<file path="config.mk">
export PLATFORM = sky130hd
export DESIGN_NAME = gem_rx_top
export DESIGN_NICKNAME = d
export VERILOG_FILES = /design/src/gem_link_pkg.sv /design/src/gem_frame_pkg.sv /design/src/gem_frame_phase.sv /design/src/gem_frame_assembler.sv /design/src/gem_link_monitor.sv /design/src/gem_rx_top.sv
export VERILOG_INCLUDE_DIRS = /design/src /design/src/src
export SDC_FILE = /design/constraint.sdc
export NUM_CORES = 1
export LEC_CHECK = 0
export BUFFER_PORTS_ARGS = -buffer_cell sky130_fd_sc_hd__buf_2
export CAP_MARGIN = 0
export CORE_MARGIN = 10
export CORE_UTILIZATION = 45
export DETAILED_ROUTE_END_ITERATION = 10
export PLACE_DENSITY = 0.73
export SYNTH_ARGS = -nofsm -noshare
export SYNTH_HDL_FRONTEND = slang
export SYNTH_SLANG_ARGS = --single-unit
</file>
<file path="constraint.sdc">
create_clock -name GEM_RX_CLK160 -period 1.5 [get_ports GEM_RX_CLK160]
set_input_delay 0.3 -clock GEM_RX_CLK160 [delete_from_list [all_inputs] [get_ports GEM_RX_CLK160]]
set_output_delay 0.3 -clock GEM_RX_CLK160 [all_outputs]
set_load 0.03 [all_outputs]
</file>
<file path="src/gem_rx_config.svh">
`ifndef GEM_RX_CONFIG_SVH
`define GEM_RX_CONFIG_SVH

// ------------------------------
// Line and frame geometry
// ------------------------------
`define GEM_WORD_W       16   // One decoded 8b10b word
`define GEM_FRAME_WORDS  4    // Words per BX
`define GEM_FRAME_W      56   // Words 3..1 plus data byte of word 0
`define GEM_KCHAR_W      8    // K-character in low byte of word 0

// ------------------------------
// Link monitor limits
// ------------------------------
`define GEM_GOOD_BX      15   // Clean BX before link is declared good
`define GEM_ERR_SAT_NIB  4'hE // Loss count stops when top nibble hits this

// Received data when no frame phase is active
`define GEM_IDLE_FILL    {`GEM_FRAME_W{1'b1}}

`endif

</file>
<file path="src/gem_link_pkg.sv">
`default_nettype none

`include "gem_rx_config.svh"

package gem_link_pkg;

    // ------------------------------
    // One word out of the transceiver
    // ------------------------------
    typedef struct packed {
        logic [`GEM_WORD_W-1:0] data;       // Decoded data, high byte first
        logic [1:0]             isk;        // K flag per byte
        logic [1:0]             notintable; // Symbol not in 8b10b table
        logic                   lossofsync; // Receiver lost comma sync
    } rx_word_t;

    // GEM K-characters seen in the low byte of word 0
    // Normal EOF markers cycle bc, f7, fb, fd
    // Overflow marker fc fires the latency trigger
    typedef enum logic [`GEM_KCHAR_W-1:0] {
        k_bc = 8'hBC,
        k_f7 = 8'hF7,
        k_fb = 8'hFB,
        k_fd = 8'hFD,
        k_fc = 8'hFC
    } kchar_e;

endpackage

`default_nettype wire

</file>
<file path="src/gem_frame_pkg.sv">
`default_nettype none

`include "gem_rx_config.svh"

package gem_frame_pkg;

    // Active BX phase, w0 wins over w1 over w2 over w3
    typedef enum logic [2:0] {
        ph_idle,
        ph_w0,
        ph_w1,
        ph_w2,
        ph_w3
    } frame_phase_e;

    // Word strobes, bit n is cew<n>
    typedef struct packed {
        logic cew3; // Last data word on the line
        logic cew2;
        logic cew1; // First data word after the comma
        logic cew0; // Comma word on the line
    } cew_t;

    // ------------------------------
    // Assembled frame
    // ------------------------------
    typedef struct packed {
        logic [`GEM_FRAME_W-1:0]     rcv_data;     // w3, w2, w1, w0 high byte
        logic [`GEM_KCHAR_W-1:0]     k_char;       // EOF marker of the frame
        logic [`GEM_FRAME_WORDS-1:0] nonzero_word; // Per-word nonzero flags
        logic                        ltncy_trig;   // Overflow K seen
    } frame_out_t;

    // Link health summary
    typedef struct packed {
        logic       link_good;    // 1 + 15 clean BX seen
        logic       link_had_err; // Sticky loss or never up
        logic       link_bad;     // Loss count MSB
        logic [7:0] errcount;     // Saturating loss count
    } link_status_t;

endpackage

`default_nettype wire

</file>
<file path="src/gem_frame_phase.sv">
`timescale 1ns/1ns
`default_nettype none

module gem_frame_phase (
    input  wire                          GEM_RX_CLK160,
    input  wire                          gem_rx_resetdone,
    input  wire gem_link_pkg::rx_word_t  rx,
    output gem_frame_pkg::cew_t          cew,
    output gem_frame_pkg::frame_phase_e  phase
);
    import gem_frame_pkg::*;

    // Comma sits in low byte only
    wire comma = (rx.isk == 2'b01);

    // ------------------------------
    // BX phase chain
    // ------------------------------
    // Comma at edge n gives cew1 after n, then cew2, cew3, cew0
    always_ff @(posedge GEM_RX_CLK160 or negedge gem_rx_resetdone) begin
        if (!gem_rx_resetdone) begin
            cew.cew0 <= 1'b0;
            cew.cew1 <= 1'b0;
            cew.cew2 <= 1'b0;
            cew.cew3 <= 1'b0;
        end else begin
            cew.cew1 <= comma;    // Next word is word 1
            cew.cew2 <= cew.cew1;
            cew.cew3 <= cew.cew2;
            cew.cew0 <= cew.cew3; // Wraps to the next comma slot
        end
    end

    // Priority encode for the capture case downstream
    // Overlap only happens with commas closer than four words
    always_comb begin
        if (cew.cew0) begin
            phase = ph_w0;
        end else if (cew.cew1) begin
            phase = ph_w1;
        end else if (cew.cew2) begin
            phase = ph_w2;
        end else if (cew.cew3) begin
            phase = ph_w3;
        end else begin
            phase = ph_idle; // Stream not framed
        end
    end

endmodule

`default_nettype wire

</file>
<file path="src/gem_frame_assembler.sv">
`timescale 1ns/1ns
`default_nettype none

`include "gem_rx_config.svh"

module gem_frame_assembler (
    input  wire                               GEM_RX_CLK160,
    input  wire                               gem_rx_resetdone,
    input  wire                               frame_clr,
    input  wire gem_link_pkg::rx_word_t       rx,
    input  wire gem_frame_pkg::cew_t          cew,
    input  wire gem_frame_pkg::frame_phase_e  phase,
    output gem_frame_pkg::frame_out_t         frame,
    output logic [`GEM_FRAME_W-1:0]           prompt_data,
    output logic [`GEM_FRAME_WORDS-1:0]       mon_in
);
    import gem_link_pkg::*;
    import gem_frame_pkg::*;

    // ------------------------------
    // Word holding registers
    // ------------------------------
    logic [`GEM_WORD_W-1:0] w0_reg;     // Comma word, data byte on top
    logic [`GEM_WORD_W-1:0] w1_reg;
    logic [`GEM_WORD_W-1:0] w2_reg;
    logic                   lt_trg_reg; // Overflow K waiting for word 3

    logic clean_line; // In sync and every symbol decoded
    logic is_comma;
    logic is_data;    // Clean word with no K flags
    logic eof_ok;     // Bits 7, 5, 4 set on every GEM EOF marker
    logic lt_trg;

    assign clean_line = !rx.lossofsync && (rx.notintable == 2'b00);
    assign is_comma   = (rx.isk == 2'b01);
    assign is_data    = clean_line && (rx.isk == 2'b00);
    assign eof_ok     = ({rx.data[7], rx.data[5:4]} == 3'b111);
    assign lt_trg     = is_comma && (rx.data[`GEM_KCHAR_W-1:0] == k_fc);

    // Frame as it stands on the line right now
    assign prompt_data = {rx.data, w2_reg, w1_reg, w0_reg[`GEM_WORD_W-1:`GEM_KCHAR_W]};

    always_ff @(posedge GEM_RX_CLK160 or negedge gem_rx_resetdone) begin
        if (!gem_rx_resetdone) begin
            w0_reg             <= '0;
            w1_reg             <= '0;
            w2_reg             <= '0;
            lt_trg_reg         <= 1'b0;
            frame.rcv_data     <= `GEM_IDLE_FILL;
            frame.k_char       <= '0;
            frame.nonzero_word <= '0;
            frame.ltncy_trig   <= 1'b0;
            mon_in             <= '0;
        end else if (frame_clr) begin
            // Resync or lost alignment, words are left as they are
            frame.rcv_data     <= `GEM_IDLE_FILL;
            frame.k_char       <= '0;
            frame.nonzero_word <= '0;
            frame.ltncy_trig   <= 1'b0;
            mon_in             <= '0;
        end else begin
            case (phase)
                ph_w0: begin
                    w0_reg                <= rx.data;
                    lt_trg_reg            <= lt_trg;
                    // Only the data byte counts, low byte is the K-char
                    frame.nonzero_word[0] <= |rx.data[`GEM_WORD_W-1:`GEM_KCHAR_W];
                    mon_in[0]             <= clean_line && is_comma && eof_ok;
                end
                ph_w1: begin
                    w1_reg                <= rx.data; // First data after EOF
                    frame.nonzero_word[1] <= |rx.data;
                    mon_in[1]             <= is_data && !cew.cew2 && !cew.cew3;
                end
                ph_w2: begin
                    w2_reg                <= rx.data;
                    frame.nonzero_word[2] <= |rx.data;
                    mon_in[2]             <= is_data && !cew.cew3;
                end
                ph_w3: begin
                    // Publish the whole BX
                    frame.rcv_data        <= {rx.data, w2_reg, w1_reg,
                                              w0_reg[`GEM_WORD_W-1:`GEM_KCHAR_W]};
                    frame.k_char          <= w0_reg[`GEM_KCHAR_W-1:0];
                    frame.ltncy_trig      <= lt_trg_reg;
                    frame.nonzero_word[3] <= |rx.data;
                    mon_in[3]             <= is_data;
                end
                default: begin
                    // No phase, link is down or not yet framed
                    frame.rcv_data     <= `GEM_IDLE_FILL;
                    frame.ltncy_trig   <= 1'b0;
                    frame.nonzero_word <= '0;
                    mon_in             <= '0; // Forces mon_rst next cycle
                end
            endcase
        end
    end

endmodule

`default_nettype wire

</file>
<file path="src/gem_link_monitor.sv">
`timescale 1ns/1ns
`default_nettype none

`include "gem_rx_config.svh"

module gem_link_monitor (
    input  wire                          GEM_RX_CLK160,
    input  wire                          gem_rx_resetdone,
    input  wire                          frame_clr,
    input  wire gem_frame_pkg::cew_t     cew,
    input  wire [`GEM_FRAME_WORDS-1:0]   mon_in,
    output gem_frame_pkg::link_status_t  status
);
    localparam int               CNT_W   = $clog2(`GEM_GOOD_BX + 1);
    localparam logic [CNT_W-1:0] GOOD_BX = CNT_W'(`GEM_GOOD_BX);

    logic             mon_rst;   // Last BX was not fully clean
    logic [CNT_W-1:0] mon_count; // Clean BX since last problem
    logic             link_good;
    logic             link_err;  // Sticky, link dropped at least once
    logic [7:0]       err_count;

    // Was up and just saw a bad BX
    wire link_went_down = link_good && mon_rst;

    // ------------------------------
    // Health tracking
    // ------------------------------
    always_ff @(posedge GEM_RX_CLK160 or negedge gem_rx_resetdone) begin
        if (!gem_rx_resetdone) begin
            mon_rst   <= 1'b1;
            mon_count <= '0;
            link_good <= 1'b0;
            link_err  <= 1'b0;
            err_count <= '0;
        end else if (frame_clr) begin
            mon_rst   <= 1'b1; // Link counts as never up
            mon_count <= '0;
            link_good <= 1'b0;
            link_err  <= 1'b0;
            err_count <= '0;
        end else begin
            mon_rst <= (mon_in != '1);

            // Good-BX counter, holds once link is good
            if (mon_rst) begin
                mon_count <= '0;
            end else if (!link_good && cew.cew3) begin
                mon_count <= mon_count + 1'b1;
            end

            link_good <= !mon_rst && (mon_count == GOOD_BX);

            if (link_went_down) begin
                link_err <= 1'b1;
            end
            // Count losses, stop short of wrapping
            if (link_went_down && (err_count[7:4] != `GEM_ERR_SAT_NIB)) begin
                err_count <= err_count + 1'b1;
            end
        end
    end

    assign status.link_good    = link_good;
    assign status.link_had_err = link_err || mon_rst; // Also set before first link up
    assign status.link_bad     = err_count[7];
    assign status.errcount     = err_count;

endmodule

`default_nettype wire

</file>
<file path="src/gem_rx_top.sv">
`timescale 1ns/1ns
`default_nettype none

`include "gem_rx_config.svh"

module gem_rx_top (
    input  wire                          GEM_RX_CLK160,
    input  wire                          gem_rx_resetdone,
    input  wire gem_link_pkg::rx_word_t  rx,
    input  wire                          rx_sync_done,
    input  wire                          ttc_resync,
    output gem_frame_pkg::frame_out_t    frame,
    output logic [`GEM_FRAME_W-1:0]      prompt_data,
    output gem_frame_pkg::cew_t          cew,
    output gem_frame_pkg::link_status_t  status
);
    import gem_frame_pkg::*;

    frame_phase_e                phase;
    logic [`GEM_FRAME_WORDS-1:0] mon_in; // Per-word health of last BX

    // Common sync clear for assembler and monitor
    wire frame_clr = !rx_sync_done || ttc_resync;

    // ------------------------------
    // Phase, assembly, monitor
    // ------------------------------
    gem_frame_phase phase_i (
        .GEM_RX_CLK160    (GEM_RX_CLK160),
        .gem_rx_resetdone (gem_rx_resetdone),
        .rx               (rx),
        .cew              (cew),
        .phase            (phase)
    );

    gem_frame_assembler assembler_i (
        .GEM_RX_CLK160    (GEM_RX_CLK160),
        .gem_rx_resetdone (gem_rx_resetdone),
        .frame_clr        (frame_clr),
        .rx               (rx),
        .cew              (cew),
        .phase            (phase),
        .frame            (frame),
        .prompt_data      (prompt_data),
        .mon_in           (mon_in)
    );

    gem_link_monitor monitor_i (
        .GEM_RX_CLK160    (GEM_RX_CLK160),
        .gem_rx_resetdone (gem_rx_resetdone),
        .frame_clr        (frame_clr),
        .cew              (cew),    // Counts BX on cew3
        .mon_in           (mon_in),
        .status           (status)
    );

endmodule

`default_nettype wire

</file>
# After elaboration in Yosys (flattened, before gate mapping)
# Cells that the tools add are included.
[op_classes] mux=26 n_bitwise=1 add_sub_neg=2 n_eq_ne=14 reduce_logical=35
[op_table] cell="case mux 56 bit (2 select lines)" n=1
[op_table] cell="two-way mux 69 bit" n=1
[op_table] cell="two-way mux 8 bit" n=3
[op_table] cell="case mux 1 bit (2 select lines)" n=9
[op_table] cell="two-way mux 4 bit" n=4
[op_table] cell="OR reduction 16 bit" n=1
[op_table] cell="logical AND 1 bit" n=12
[op_table] cell="two-way mux 3 bit" n=4
[op_table] cell="OR reduction 3 bit" n=4
[op_table] cell="adder 8 x 1 -> 8 bit (second input constant)" n=1
[op_table] cell="== test 8 bit (second input constant)" n=1
[op_table] cell="!= test 2 x 1 -> 1 bit (second input constant)" n=4
[op_table] cell="!= test 4 bit (second input constant)" n=2
[op_table] cell="OR reduction 8 bit" n=1
[op_table] cell="== test 3 x 2 -> 1 bit (second input constant)" n=2
[op_table] cell="== test 3 bit (second input constant)" n=2
[op_table] cell="logical NOT 1 bit" n=6
[op_table] cell="AND reduction 2 bit" n=3
[op_table] cell="nonzero test 2 bit" n=3
[op_table] cell="adder 4 x 1 -> 4 bit (second input constant)" n=1
[op_table] cell="== test 4 bit (second input constant)" n=1
[op_table] cell="logical NOT 2 bit" n=2
[op_table] cell="two-way mux 1 bit" n=4
[op_table] cell="== test 3 x 1 -> 1 bit (second input constant)" n=1
[op_table] cell="4 further kinds" n=5
[totals] reg_bits=141 output_inout_bits=140 elab_cells=102 input_bits=25

# Longest topological paths before layout
# Gate-level depths: netlist (run 1).
[logic_depth] ltp_word=8 ltp_mapped=6 ltp_nobuf=4

# By module
# Synthesis (run 1) repeated with hierarchy kept, for this count alone.
[hier_totals] cells_unflattened=414 area_unflattened_um2=5796.8
[modules_own_cells] mod="gem_frame_assembler" seq_area_each_um2=3123.0 n_inst=1 area_each_um2=4901.0 cells_per_inst=327
[modules_own_cells] mod="gem_link_monitor" seq_area_each_um2=376.6 n_inst=1 area_each_um2=748.2 cells_per_inst=76
[modules_own_cells] mod="gem_frame_phase" seq_area_each_um2=100.1 n_inst=1 area_each_um2=141.4 cells_per_inst=10
[modules_own_cells] mod="gem_rx_top" seq_area_each_um2=0.0 n_inst=1 area_each_um2=6.3 cells_per_inst=1

# Least setup slack after synthesis (run 1)
# No wires, ideal clock.
[synth_path] path_kind="flip-flop to flip-flop" from="register phase_i.cew[1] (netlist name)" to="register assembler_i.w1_reg[10]" required_ns=1.375 path_slack_ns=-0.290 period_less_slack_ns=1.790 stages_incl_launch_ff=5 n_path_buf=2 setup_ns=0.125 t_arrival_ns=1.665 path_cell_list="dfrtp_1 > buf_2 > nor3b_4 > buf_4 > mux2_2"
[synth_between] elab_chain_len=4
[synth_lines] element="two-way mux 3 bit" line_no="gem_frame_phase.sv:39" text="end else if (cew.cew1) begin"
[synth_lines] element="two-way mux 3 bit" line_no="gem_frame_phase.sv:37" text="if (cew.cew0) begin"
[synth_lines] element="== test 3 x 2 -> 1 bit" line_no="gem_frame_assembler.sv:62" text="case (phase)"
[synth_lines] element="AND reduction 2 bit (no source line)"
[synth_lines] element="to (signal assigned)" line_no="gem_frame_assembler.sv:71" text="w1_reg <= rx.data;"
[synth_lines] element="to (decl)" line_no="gem_frame_assembler.sv:24" text="logic [`GEM_WORD_W-1:0] w1_reg;"
# Every way passes these cells.
# A chain may end at the register's enable or synchronous reset.

# Worst setup path in the final report (run 1)
[layout_path] from="register phase_i.cew[0] (netlist name)" to="register assembler_i.w1_reg[12]"
[layout_between] elab_chain_len=3
[layout_lines] element="two-way mux 3 bit" line_no="gem_frame_phase.sv:37"
[layout_lines] element="== test 3 x 2 -> 1 bit" line_no="gem_frame_assembler.sv:62"
[layout_lines] element="AND reduction 2 bit (no source line)"
# Every way passes these cells.

==> run_results.csv, run 1 <==
group,metric,value,unit
yosys,avgSynthCellArea,13.56,µm²
routing,drc,0,
yosys,seq_area_frac_synth,0.6218,
routing,wirelength,17140,µm
clock_network,cts_root_buf,"clkbuf_16",
timing,post-route-period-util,1.026,
routing,drtIter0Drc,224,
setup_path,r2r_cells,5,
min_path,hold_end,"phase_i.cew[1]",
timing,fin_crit,1.540,ns
layout,largest_reg_flops,69,
timing,maxSlewHeadroom,0.5748,
place,globalplace.congestion,0.8649,
min_path,hp-start,"rx[4]",
global_route,track_usage,0.1884,
layout,diodes,0,
flow_run,drv_cap,0,
routing,wl_per_cell,21.40,µm
global_route,antenna_found_initial,2,
timing,fmax,0.6495,GHz
layout,syn_to_final_growth,37.28,%
run_status,violations,"setup timing",
timing,finClkSkew,0.003778,ns
setup_path,crit_fanout,8,
layout,fillers,986,
setup_path,r2r_slack,-0.04,ns
timing,hold_viol,0,
die,core,12620,µm²
clock_network,clock_path_buffers,2,
routing,dr.pass1.iters,7,
setup_path,critical_path_required,1.81,ns
global_route,grt_pass1_vias,4725,
clock_network,path_clk_slew,0.06,ns
global_route,grt_busiest_layer,"met2",
layout,drive_above_1_share,0.6089,
setup_path,worstPathArrival,1.85,ns
min_path,whs_path_depth,2,
timing,rsz0062_at_grt,"yes",
die,dieHeight,133.4,µm
die,dieArea,17800,µm²
global_route,met2_usage,0.2985,
global_route,met3_usage,0.08947,
layout,nets,643,
global_route,grt_pass1_wl,26320,µm
die,fp-row-count,41,
power,vdd_drop_max,0.9075,mV
power,power,10810,µW
yosys,yosysWarnings,0,
place,placed_cells,756,
setup_path,r2r-end,"assembler_i.w1_reg[12]",
run_status,status,"complete, but fails checks",
min_path,holdCritPathClass,"primary input to register",
routing,vias_per_cell,5.391,
routing,dr_total_vias,4318,
clock_network,cts_tree,"done",
setup_path,crit_path_end_kind,"register",
setup_path,reg2reg_from,"phase_i.cew[0]",
setup_path,crit_path_start_kind,"register",
yosys,synth.ff_latch_count,141,
yosys,synth_top_area_frac,0.3631,
yosys,synth_area_leaders,"dfrtp_1 (36%), dfstp_2 (26%), mux2_2 (9.3%)",
setup_path,crit_type,"register to register",
layout,top_register,"assembler_i.frame",
clock_network,cts_buffers,17,
yosys,synth_top_cell_by_area,"dfrtp_1",
power,powerDensity,1360,nW/µm²
yosys,syn_inst,427,
timing,setup_slack,-0.03960,ns
global_route,overflow,0,
yosys,syn-cell-area,5789,µm²
power,p_leak,0.003553,µW
die,io_pins,165,
layout,final_cells,801,
global_route,grt_max_degree,57,
yosys,synth_nets,454,
place,dpl.hpwl,11950,µm
timing,setup_viol,16,
routing,postRouteAntennaNets,0,
place,port_buffers,164,
timing,slew_violations,0,
die,start_util,0.4588,
place,pre_cts_slack,-0.2616,ns
clock_network,clock_latency,0.42,ns
die,die_w,133.4,µm
clock_network,cts.sinks,141,
yosys,ys_types,45,
timing,tightestPinTransition,0.6320,ns
global_route,grtUsageMet1,0.2179,
clock_network,htreeDepth,4,
[repair_timing]
| item | in CTS | in global routing |
|---|---|---|
| resized for setup | 13 | 48 |
| cloned | 1 | 2 |
| buffers inserted | 4 | 5 |
| hold buffers | 1 | 0 |
| endpoints found under the setup margin | 68 | 88 |
| pin swaps | 1 | 9 |
| endpoints found under the hold margin | 25 | 0 |
[metal layers]
layer | wire (µm) | share of wire
met5 | 8 | 0.00047
met3 | 1679 | 0.098
met4 | 252 | 0.015
met1 | 6856 | 0.40
met2 | 8347 | 0.49
[worst max-delay path: stages, from the launching register on]
cell,delay (ns)
dfrtp_2,0.47
buf_12,0.15
nor3b_4,0.17
buf_6,0.16
clkbuf_16,0.16
mux2_4,0.30
[report_power, final]
group          leakage [µW]  internal [µW]  total [µW]  switching [µW]
combinational       0.00158            754        1950            1190
sequential          0.00167           4180        4500             314
clock              0.000304           2830        4360            1540
total               0.00355           7770       10800            3040
[final cells by class]
class | count | area, µm² | share of cell area
clock buffer | 26 | 509.2 | 0.06407
clock inverter | 6 | 105.1 | 0.01322
inverter | 2 | 7.507 | 0.0009446
multi-input combinational | 232 | 2024 | 0.2547
sequential | 141 | 3610 | 0.4542
tap | 172 | 215.2 | 0.02708
timing repair buffer | 222 | 1476 | 0.1858
[synth_stat cells (all sizes together)]
cell     number
a211oi        1
a21o          1
a21oi        19
a22o          2
a32o          2
and2          1
and3          3
and4b         1
buf          49
clkbuf        3
dfrtp        84
dfstp        57
ha            2
inv           2
mux2         48
mux2i         1
nand2        21
nand2b        4
nand3         9
nand3b        3
nand4         5
nor2          6
nor2b         3
nor3          8
nor3b         1
nor4          4
nor4b         3
o21a          1
o21ai         8
o21ba         1
o22a         56
o2bb2ai       2
o31ai         4
or2           1
or3           4
or4           4
or4b          1
xor2          2
[metrics by stage]
stage | hold WS [ns] | TNS (ns) | util | instance area (µm²)
6_report | 0.07268 | -0.3350 | 0.6298 | 7948
2_1_floorplan | 0.004409 | -11.25 | - | 5867
3_3_place_gp | 0.2168 | -0.5951 | 0.5517 | 6962
5_1_grt | 0.06245 | -2.875 | 0.6298 | 7948
4_1_cts | 0.05380 | -0.2251 | 0.6092 | 7687
3_5_place_dp | 0.2247 | -2.202 | 0.5517 | 6962
[kinds of logic after synthesis]
family | synth area share
buffers and inverters | 0.06332
AO/OA/AOI/OAI | 0.1284
multiplexers | 0.09509
AND/OR/NAND/NOR | 0.08407
adder cells (fa/ha/maj) | 0.004322
flip-flops | 0.6218
XOR/XNOR | 0.003026
[cells in the final DEF (no fill, tap or decap), types with 6 or more instances in the layout]
cell type | netlist | layout
a21oi_1 | 19 | 17
buf_12 | 0 | 8
buf_2 | 14 | 154
buf_4 | 27 | 43
buf_6 | 6 | 8
clkbuf_16 | 0 | 19
dfrtp_1 | 84 | 76
dfrtp_2 | 0 | 8
dfstp_2 | 57 | 57
mux2_2 | 48 | 18
mux2_4 | 0 | 30
nand2_1 | 20 | 19
nand3_1 | 8 | 7
nor3_1 | 8 | 6
o21ai_0 | 8 | 8
o22a_1 | 56 | 56
[how the worst max path moves through the flow]
stage / depth (start not counted) / startpoint / slack (ns) / endpoint
6_report: 5 / phase_i.cew[0] / -0.04 / assembler_i.w1_reg[12]
5_1_grt: 5 / phase_i.cew[0] / -0.08 / assembler_i.w1_reg[9]
4_1_cts: 4 / phase_i.cew[0] / -0.04 / assembler_i.w1_reg[10]
3_5_place_dp: 5 / rx[15] / -0.26 / assembler_i.frame[3]
3_3_place_gp: 5 / rx[15] / -0.23 / assembler_i.frame[3]
2_1_floorplan: 6 / phase_i.cew[1] / -0.18 / assembler_i.frame[13]
(Power assumes the default switching activity.)
==> run 2: changes to the inputs <==
--- a/config.mk
+++ b/config.mk
@@ -11,7 +11,7 @@
 export CORE_MARGIN = 10
 export CORE_UTILIZATION = 45
 export DETAILED_ROUTE_END_ITERATION = 10
-export PLACE_DENSITY = 0.73
+export PLACE_DENSITY = 0.71
 export SYNTH_ARGS = -nofsm -noshare
 export SYNTH_HDL_FRONTEND = slang
 export SYNTH_SLANG_ARGS = --single-unit
==> constraint.sdc (replaced) <==
create_clock -name GEM_RX_CLK160 -period 1.8 [get_ports GEM_RX_CLK160]
set_input_delay 0.36 -clock GEM_RX_CLK160 [delete_from_list [all_inputs] [get_ports GEM_RX_CLK160]]
set_output_delay 0.36 -clock GEM_RX_CLK160 [all_outputs]
set_load 0.03 [all_outputs]
==> run 2 against run 1 <==
  * Clock power fell by 17%
  * Sequential share of layout area rose by 3.2 points
  * Largest cell class unchanged
  * Via count fell by 2.0%
  * Power fell by 18%
  * The flow now finishes without violations
  * Critical endpoint is now status[9]
==> run_results.csv, run 2 (synthesis gave the netlist of run 1 again) <==
group,metric,value,unit
timing,setup_viol,0,
clock_network,htreeDepth,4,
timing,maxSlewHeadroom,0.6531,
flow_run,drv_cap,0,
routing,drtIter0Drc,232,
die,core,12620,µm²
clock_network,clock_path_buffers,2,
timing,fmax,0.5739,GHz
power,pwr-share-clk,0.413,
place,dpl.hpwl,11450,µm
layout,seq_area,3601,µm²
timing,rsz0062_at_grt,"no",
place,pre_cts_slack,0.1316,ns
timing,hold_viol,0,
layout,layout_commonest_cell,"buf_2",
power,switchingPower,2492,µW
power,power.internal,6322,µW
timing,slew_violations,0,
global_route,overflow,0,
clock_network,cts_tree,"done",
run_status,status,"finished clean",
die,dieArea,17800,µm²
routing,dr_wl_met2,7871,µm
routing,wirelength,15990,µm
die,die_w,133.4,µm
layout,top_register,"assembler_i.frame",
place,globalplace.congestion,0.8563,
routing,wl_per_cell,20.63,µm
die,start_util,0.4588,
global_route,track_usage,0.1799,
layout,final_cell_mix,"buf_2 (163), dfrtp_1 (83), dfstp_2 (57)",
power,vdd_drop_max,0.8773,mV
routing,dr_total_vias,4233,
power,switching_share,0.2827,
clock_network,cts_buffers,17,
routing,m1WireLength,6535,µm
timing,setup_slack,0.05752,ns
layout,drive_above_1_share,0.5605,
place,port_buffers,164,
power,pwr-share-seq,0.424,
clock_network,cts.sinks,141,
clock_network,clock_latency,0.42,ns
layout,fillers,1046,
timing,finClkSkew,0.008201,ns
min_path,holdCritPathClass,"primary input to register",
layout,utilization,0.5873,
timing,fin_crit,1.742,ns
routing,dr.pass1.iters,4,
power,comb_power_share,0.163,
clock_network,path_clk_slew,0.06,ns
timing,post-route-period-util,0.9680,
routing,wl_met3,1465,µm
timing,setup_tns,0,ns
routing,postRouteAntennaNets,0,
setup_path,crit_fanout,10,
setup_path,crit_path_end_kind,"primary output",
setup_path,critical_path_required,1.44,ns
layout,diodes,0,
timing,tightestPinTransition,0.5164,ns
die,dieHeight,133.4,µm
power,powerDensity,1189,nW/µm²
routing,drc,0,
routing,top_layer_used,"met4",
layout,multiInputGateArea,1826,µm²
die,io_pins,165,
layout,largest_reg_flops,69,
global_route,antenna_found_initial,0,
global_route,grt_pass1_wl,25260,µm
layout,syn_to_final_growth,28.03,%
setup_path,crit_type,"register to primary output",
setup_path,crit_path_start_kind,"register",
power,p_leak,0.003224,µW
layout,nets,617,
global_route,grt_max_degree,57,
setup_path,worstPathArrival,1.38,ns
global_route,grt_pass1_vias,4510,
routing,vias_per_cell,5.462,
die,fp-row-count,41,
clock_network,cts_root_buf,"clkbuf_16",
-- run 2: final timing paths --
check	startpoint	endpoint	slack, ns	depth (start not counted)
max reg2reg	monitor_i.mon_rst	monitor_i.err_count[3]	0.19	3
min	rx[4]	phase_i.cew[1]	0.13	2
max in group asynchronous	gem_rx_resetdone	assembler_i.frame[33]	0.66	3
min in group asynchronous	gem_rx_resetdone	monitor_i.mon_count[3]	0.47	2
min reg2reg	assembler_i.mon_in[0]	monitor_i.mon_rst	0.44	1
max	monitor_i.mon_rst	status[9]	0.06	2
-- run 2: cell type report --
cell class,count,area share
clock buffers,21,0.06077
clock inverters,11,0.02262
inverters,2,0.001013
multi-input cells,232,0.2463
flip-flops and latches,141,0.4858
well taps,172,0.02903
repair buffers,196,0.1545
-- run 2: stage by stage --
stage	instances	area (µm²)	total power (µW)	hold WS [ns]
floorplan	427	5789	4695	0.06441
global placement	742	6783	5199	0.3346
detailed placement	742	6783	5230	0.3364
CTS	775	7411	8897	0.1185
global route	775	7412	9128	0.1275
finish	775	7412	8814	0.1329
-- run 2: worst max-delay path, stage by stage (launching register included) --
cell,delay (ns)
dfstp_2,0.64
or2_2,0.14
buf_2,0.19
-- run 2: per-layer routing --
metal,vias to the layer above,GRT usage
met5,-,0
met3,12,0.07857
met1,2182,0.2113
met4,0,0.05200
met2,165,0.2924
li1,1874,-
-- run 2: power by group through the flow --
stage / Sequential, µW / Combinational, µW / Clock, µW
detailed placement: 3770 / 1460 / 0
finish: 3730 / 1440 / 3640
CTS: 3740 / 1470 / 3700
global placement: 3770 / 1430 / 0
floorplan: 4130 / 565 / 0
global route: 3770 / 1530 / 3820
-- run 2: repair_timing --
item	CTS	global route
hold buffers	1	0
endpoints found under the hold margin	27	0
buffers inserted	0	0
gates resized for setup	0	1
endpoints found under the setup margin	0	1
==> run 3: changes to the inputs <==
--- a/config.mk
+++ b/config.mk
@@ -8,6 +8,7 @@
 export LEC_CHECK = 0
 export BUFFER_PORTS_ARGS = -buffer_cell sky130_fd_sc_hd__buf_2
 export CAP_MARGIN = 0
+export CORE_ASPECT_RATIO = 1.75
 export CORE_MARGIN = 10
 export CORE_UTILIZATION = 45
 export DETAILED_ROUTE_END_ITERATION = 10
==> run 3 against run 2 <==
  * Flip-flop and latch count is the same
  * Register-to-register slack is essentially flat
  * Non-clock buffer count shrank 4
  * Sequential share of layout area grew 0.082 points
  * Critical endpoint unchanged
  * Largest power group unchanged
==> run_results.csv, run 3 (synthesis gave the netlist of run 1 again) <==
group,metric,value,unit
clock_network,htreeDepth,4,
timing,setup_tns,0,ns
clock_network,cts.sinks,141,
timing,setup_viol,0,
run_status,status,"finished clean",
min_path,holdCritPathClass,"primary input to register",
global_route,track_usage,0.1828,
timing,slew_violations,0,
clock_network,hold_buffers,1,
global_route,overflow,0,
die,dieArea,17980,µm²
clock_network,cts_tree,"done",
setup_path,worstPathArrival,1.36,ns
global_route,antenna_found_initial,0,
routing,drc,0,
setup_path,r2r_cells,5,
clock_network,clock_latency,0.41,ns
die,die_w,105.7,µm
clock_network,cts_buffers,17,
layout,top_register,"assembler_i.frame",
routing,wirelength,16470,µm
setup_path,crit_path_start_kind,"register",
layout,drive_above_1_share,0.5593,
flow_run,drv_cap,0,
power,vdd_drop_max,0.7854,mV
die,start_util,0.4607,
routing,dr.pass1.iters,4,
die,dieHeight,170.0,µm
die,io_pins,165,
layout,layout_commonest_cell,"buf_2",
clock_network,clock_path_buffers,2,
clock_network,post_cts_buffers,0,
die,fp-row-count,54,
setup_path,crit_type,"register to primary output",
setup_path,crit_path_end_kind,"primary output",
place,globalplace.congestion,0.8737,
routing,wl_per_cell,21.47,µm
timing,hold_viol,0,
global_route,grt_pass1_wl,25780,µm
die,core,12570,µm²
setup_path,crit_fanout,10,
place,dpl.hpwl,12140,µm
timing,fin_crit,1.720,ns
power,powerDensity,1203,nW/µm²
routing,dr_total_vias,4128,
layout,final_cell_mix,"buf_2 (163), dfrtp_1 (84), dfstp_2 (57)",
clock_network,cts_root_buf,"clkbuf_16",
timing,fmax,0.5813,GHz
timing,rsz0062_at_grt,"no",
timing,finClkSkew,0.007944,ns
clock_network,cts_resized,0,
routing,vias_per_cell,5.382,
routing,postRouteAntennaNets,0,
setup_path,critical_path_required,1.44,ns
min_path,whs_path_depth,2,
timing,post-route-period-util,0.9558,
power,p_leak,0.003222,µW
global_route,grt_pass1_vias,4461,
layout,diodes,0,
layout,syn_to_final_growth,27.77,%
routing,drtIter0Drc,168,
timing,tightestPinTransition,0.5339,ns
timing,maxSlewHeadroom,0.6408,
layout,utilization,0.5886,
layout,largest_reg_flops,69,
global_route,grt_max_degree,57,
layout,nets,613,
place,port_buffers,164,
clock_network,path_clk_slew,0.06,ns
run 3: changes by cell type in the layout (fill, tap and decap cells not counted), sizes merged:
cell | previous run | this run
buf | 195 | 191
bufinv | 4 | 3
clkbuf | 21 | 23
clkinvlp | 2 | 1
run 3: layout make-up:
cell class                 count  area [µm²]
timing repair buffer         192        1115
inverter                       2       7.507
tap                          168       210.2
sequential                   141        3600
clock buffer                  23       509.2
multi-input combinational    232        1826
fill                        1068        5170
clock inverter                 9       130.1
run 3: path summary, 6_finish.rpt:
kind	endpoint	slack, ns	start
max	status[9]	0.08	monitor_i.mon_rst
min	phase_i.cew[1]	0.17	rx[4]
max reg2reg	assembler_i.frame[68]	0.18	phase_i.cew[0]
min reg2reg	monitor_i.mon_rst	0.43	assembler_i.mon_in[0]
max in group asynchronous	assembler_i.frame[34]	0.68	gem_rx_resetdone
min in group asynchronous	monitor_i.err_count[2]	0.49	gem_rx_resetdone
run 3: per-stage QoR:
step	instance area [µm²]	setup WS (ns)	hold WS, ns	cells	power, µW
after CTS	7397	0.06450	0.1498	767	8995
after floorplan	5789	0.01010	0.06441	427	4695
after global routing	7397	0.03115	0.1570	767	9221
after detailed placement	6748	0.08203	0.3354	734	5255
final	7397	0.07960	0.1669	767	8902
after global placement	6748	0.1239	0.3311	734	5226
run 3: worst max-delay path: stages, from the launching register on:
cell,delay (ns)
dfstp_2,0.63
or2_2,0.14
buf_2,0.19
run 3: report_power, final:
part / switching (µW) / internal, µW / total [µW]
combinational: 967 / 484 / 1450
sequential: 253 / 3480 / 3740
clock: 1300 / 2410 / 3710
run 3: layer usage:
metal | vias to the layer above | track usage | part of all wire
met3 | 21 | 0.05673 | 0.062
met4 | 0 | 0.07333 | 0.021
met1 | 2096 | 0.1875 | 0.36
met5 | - | 0 | 0
met2 | 139 | 0.3348 | 0.55
li1 | 1872 | - | -
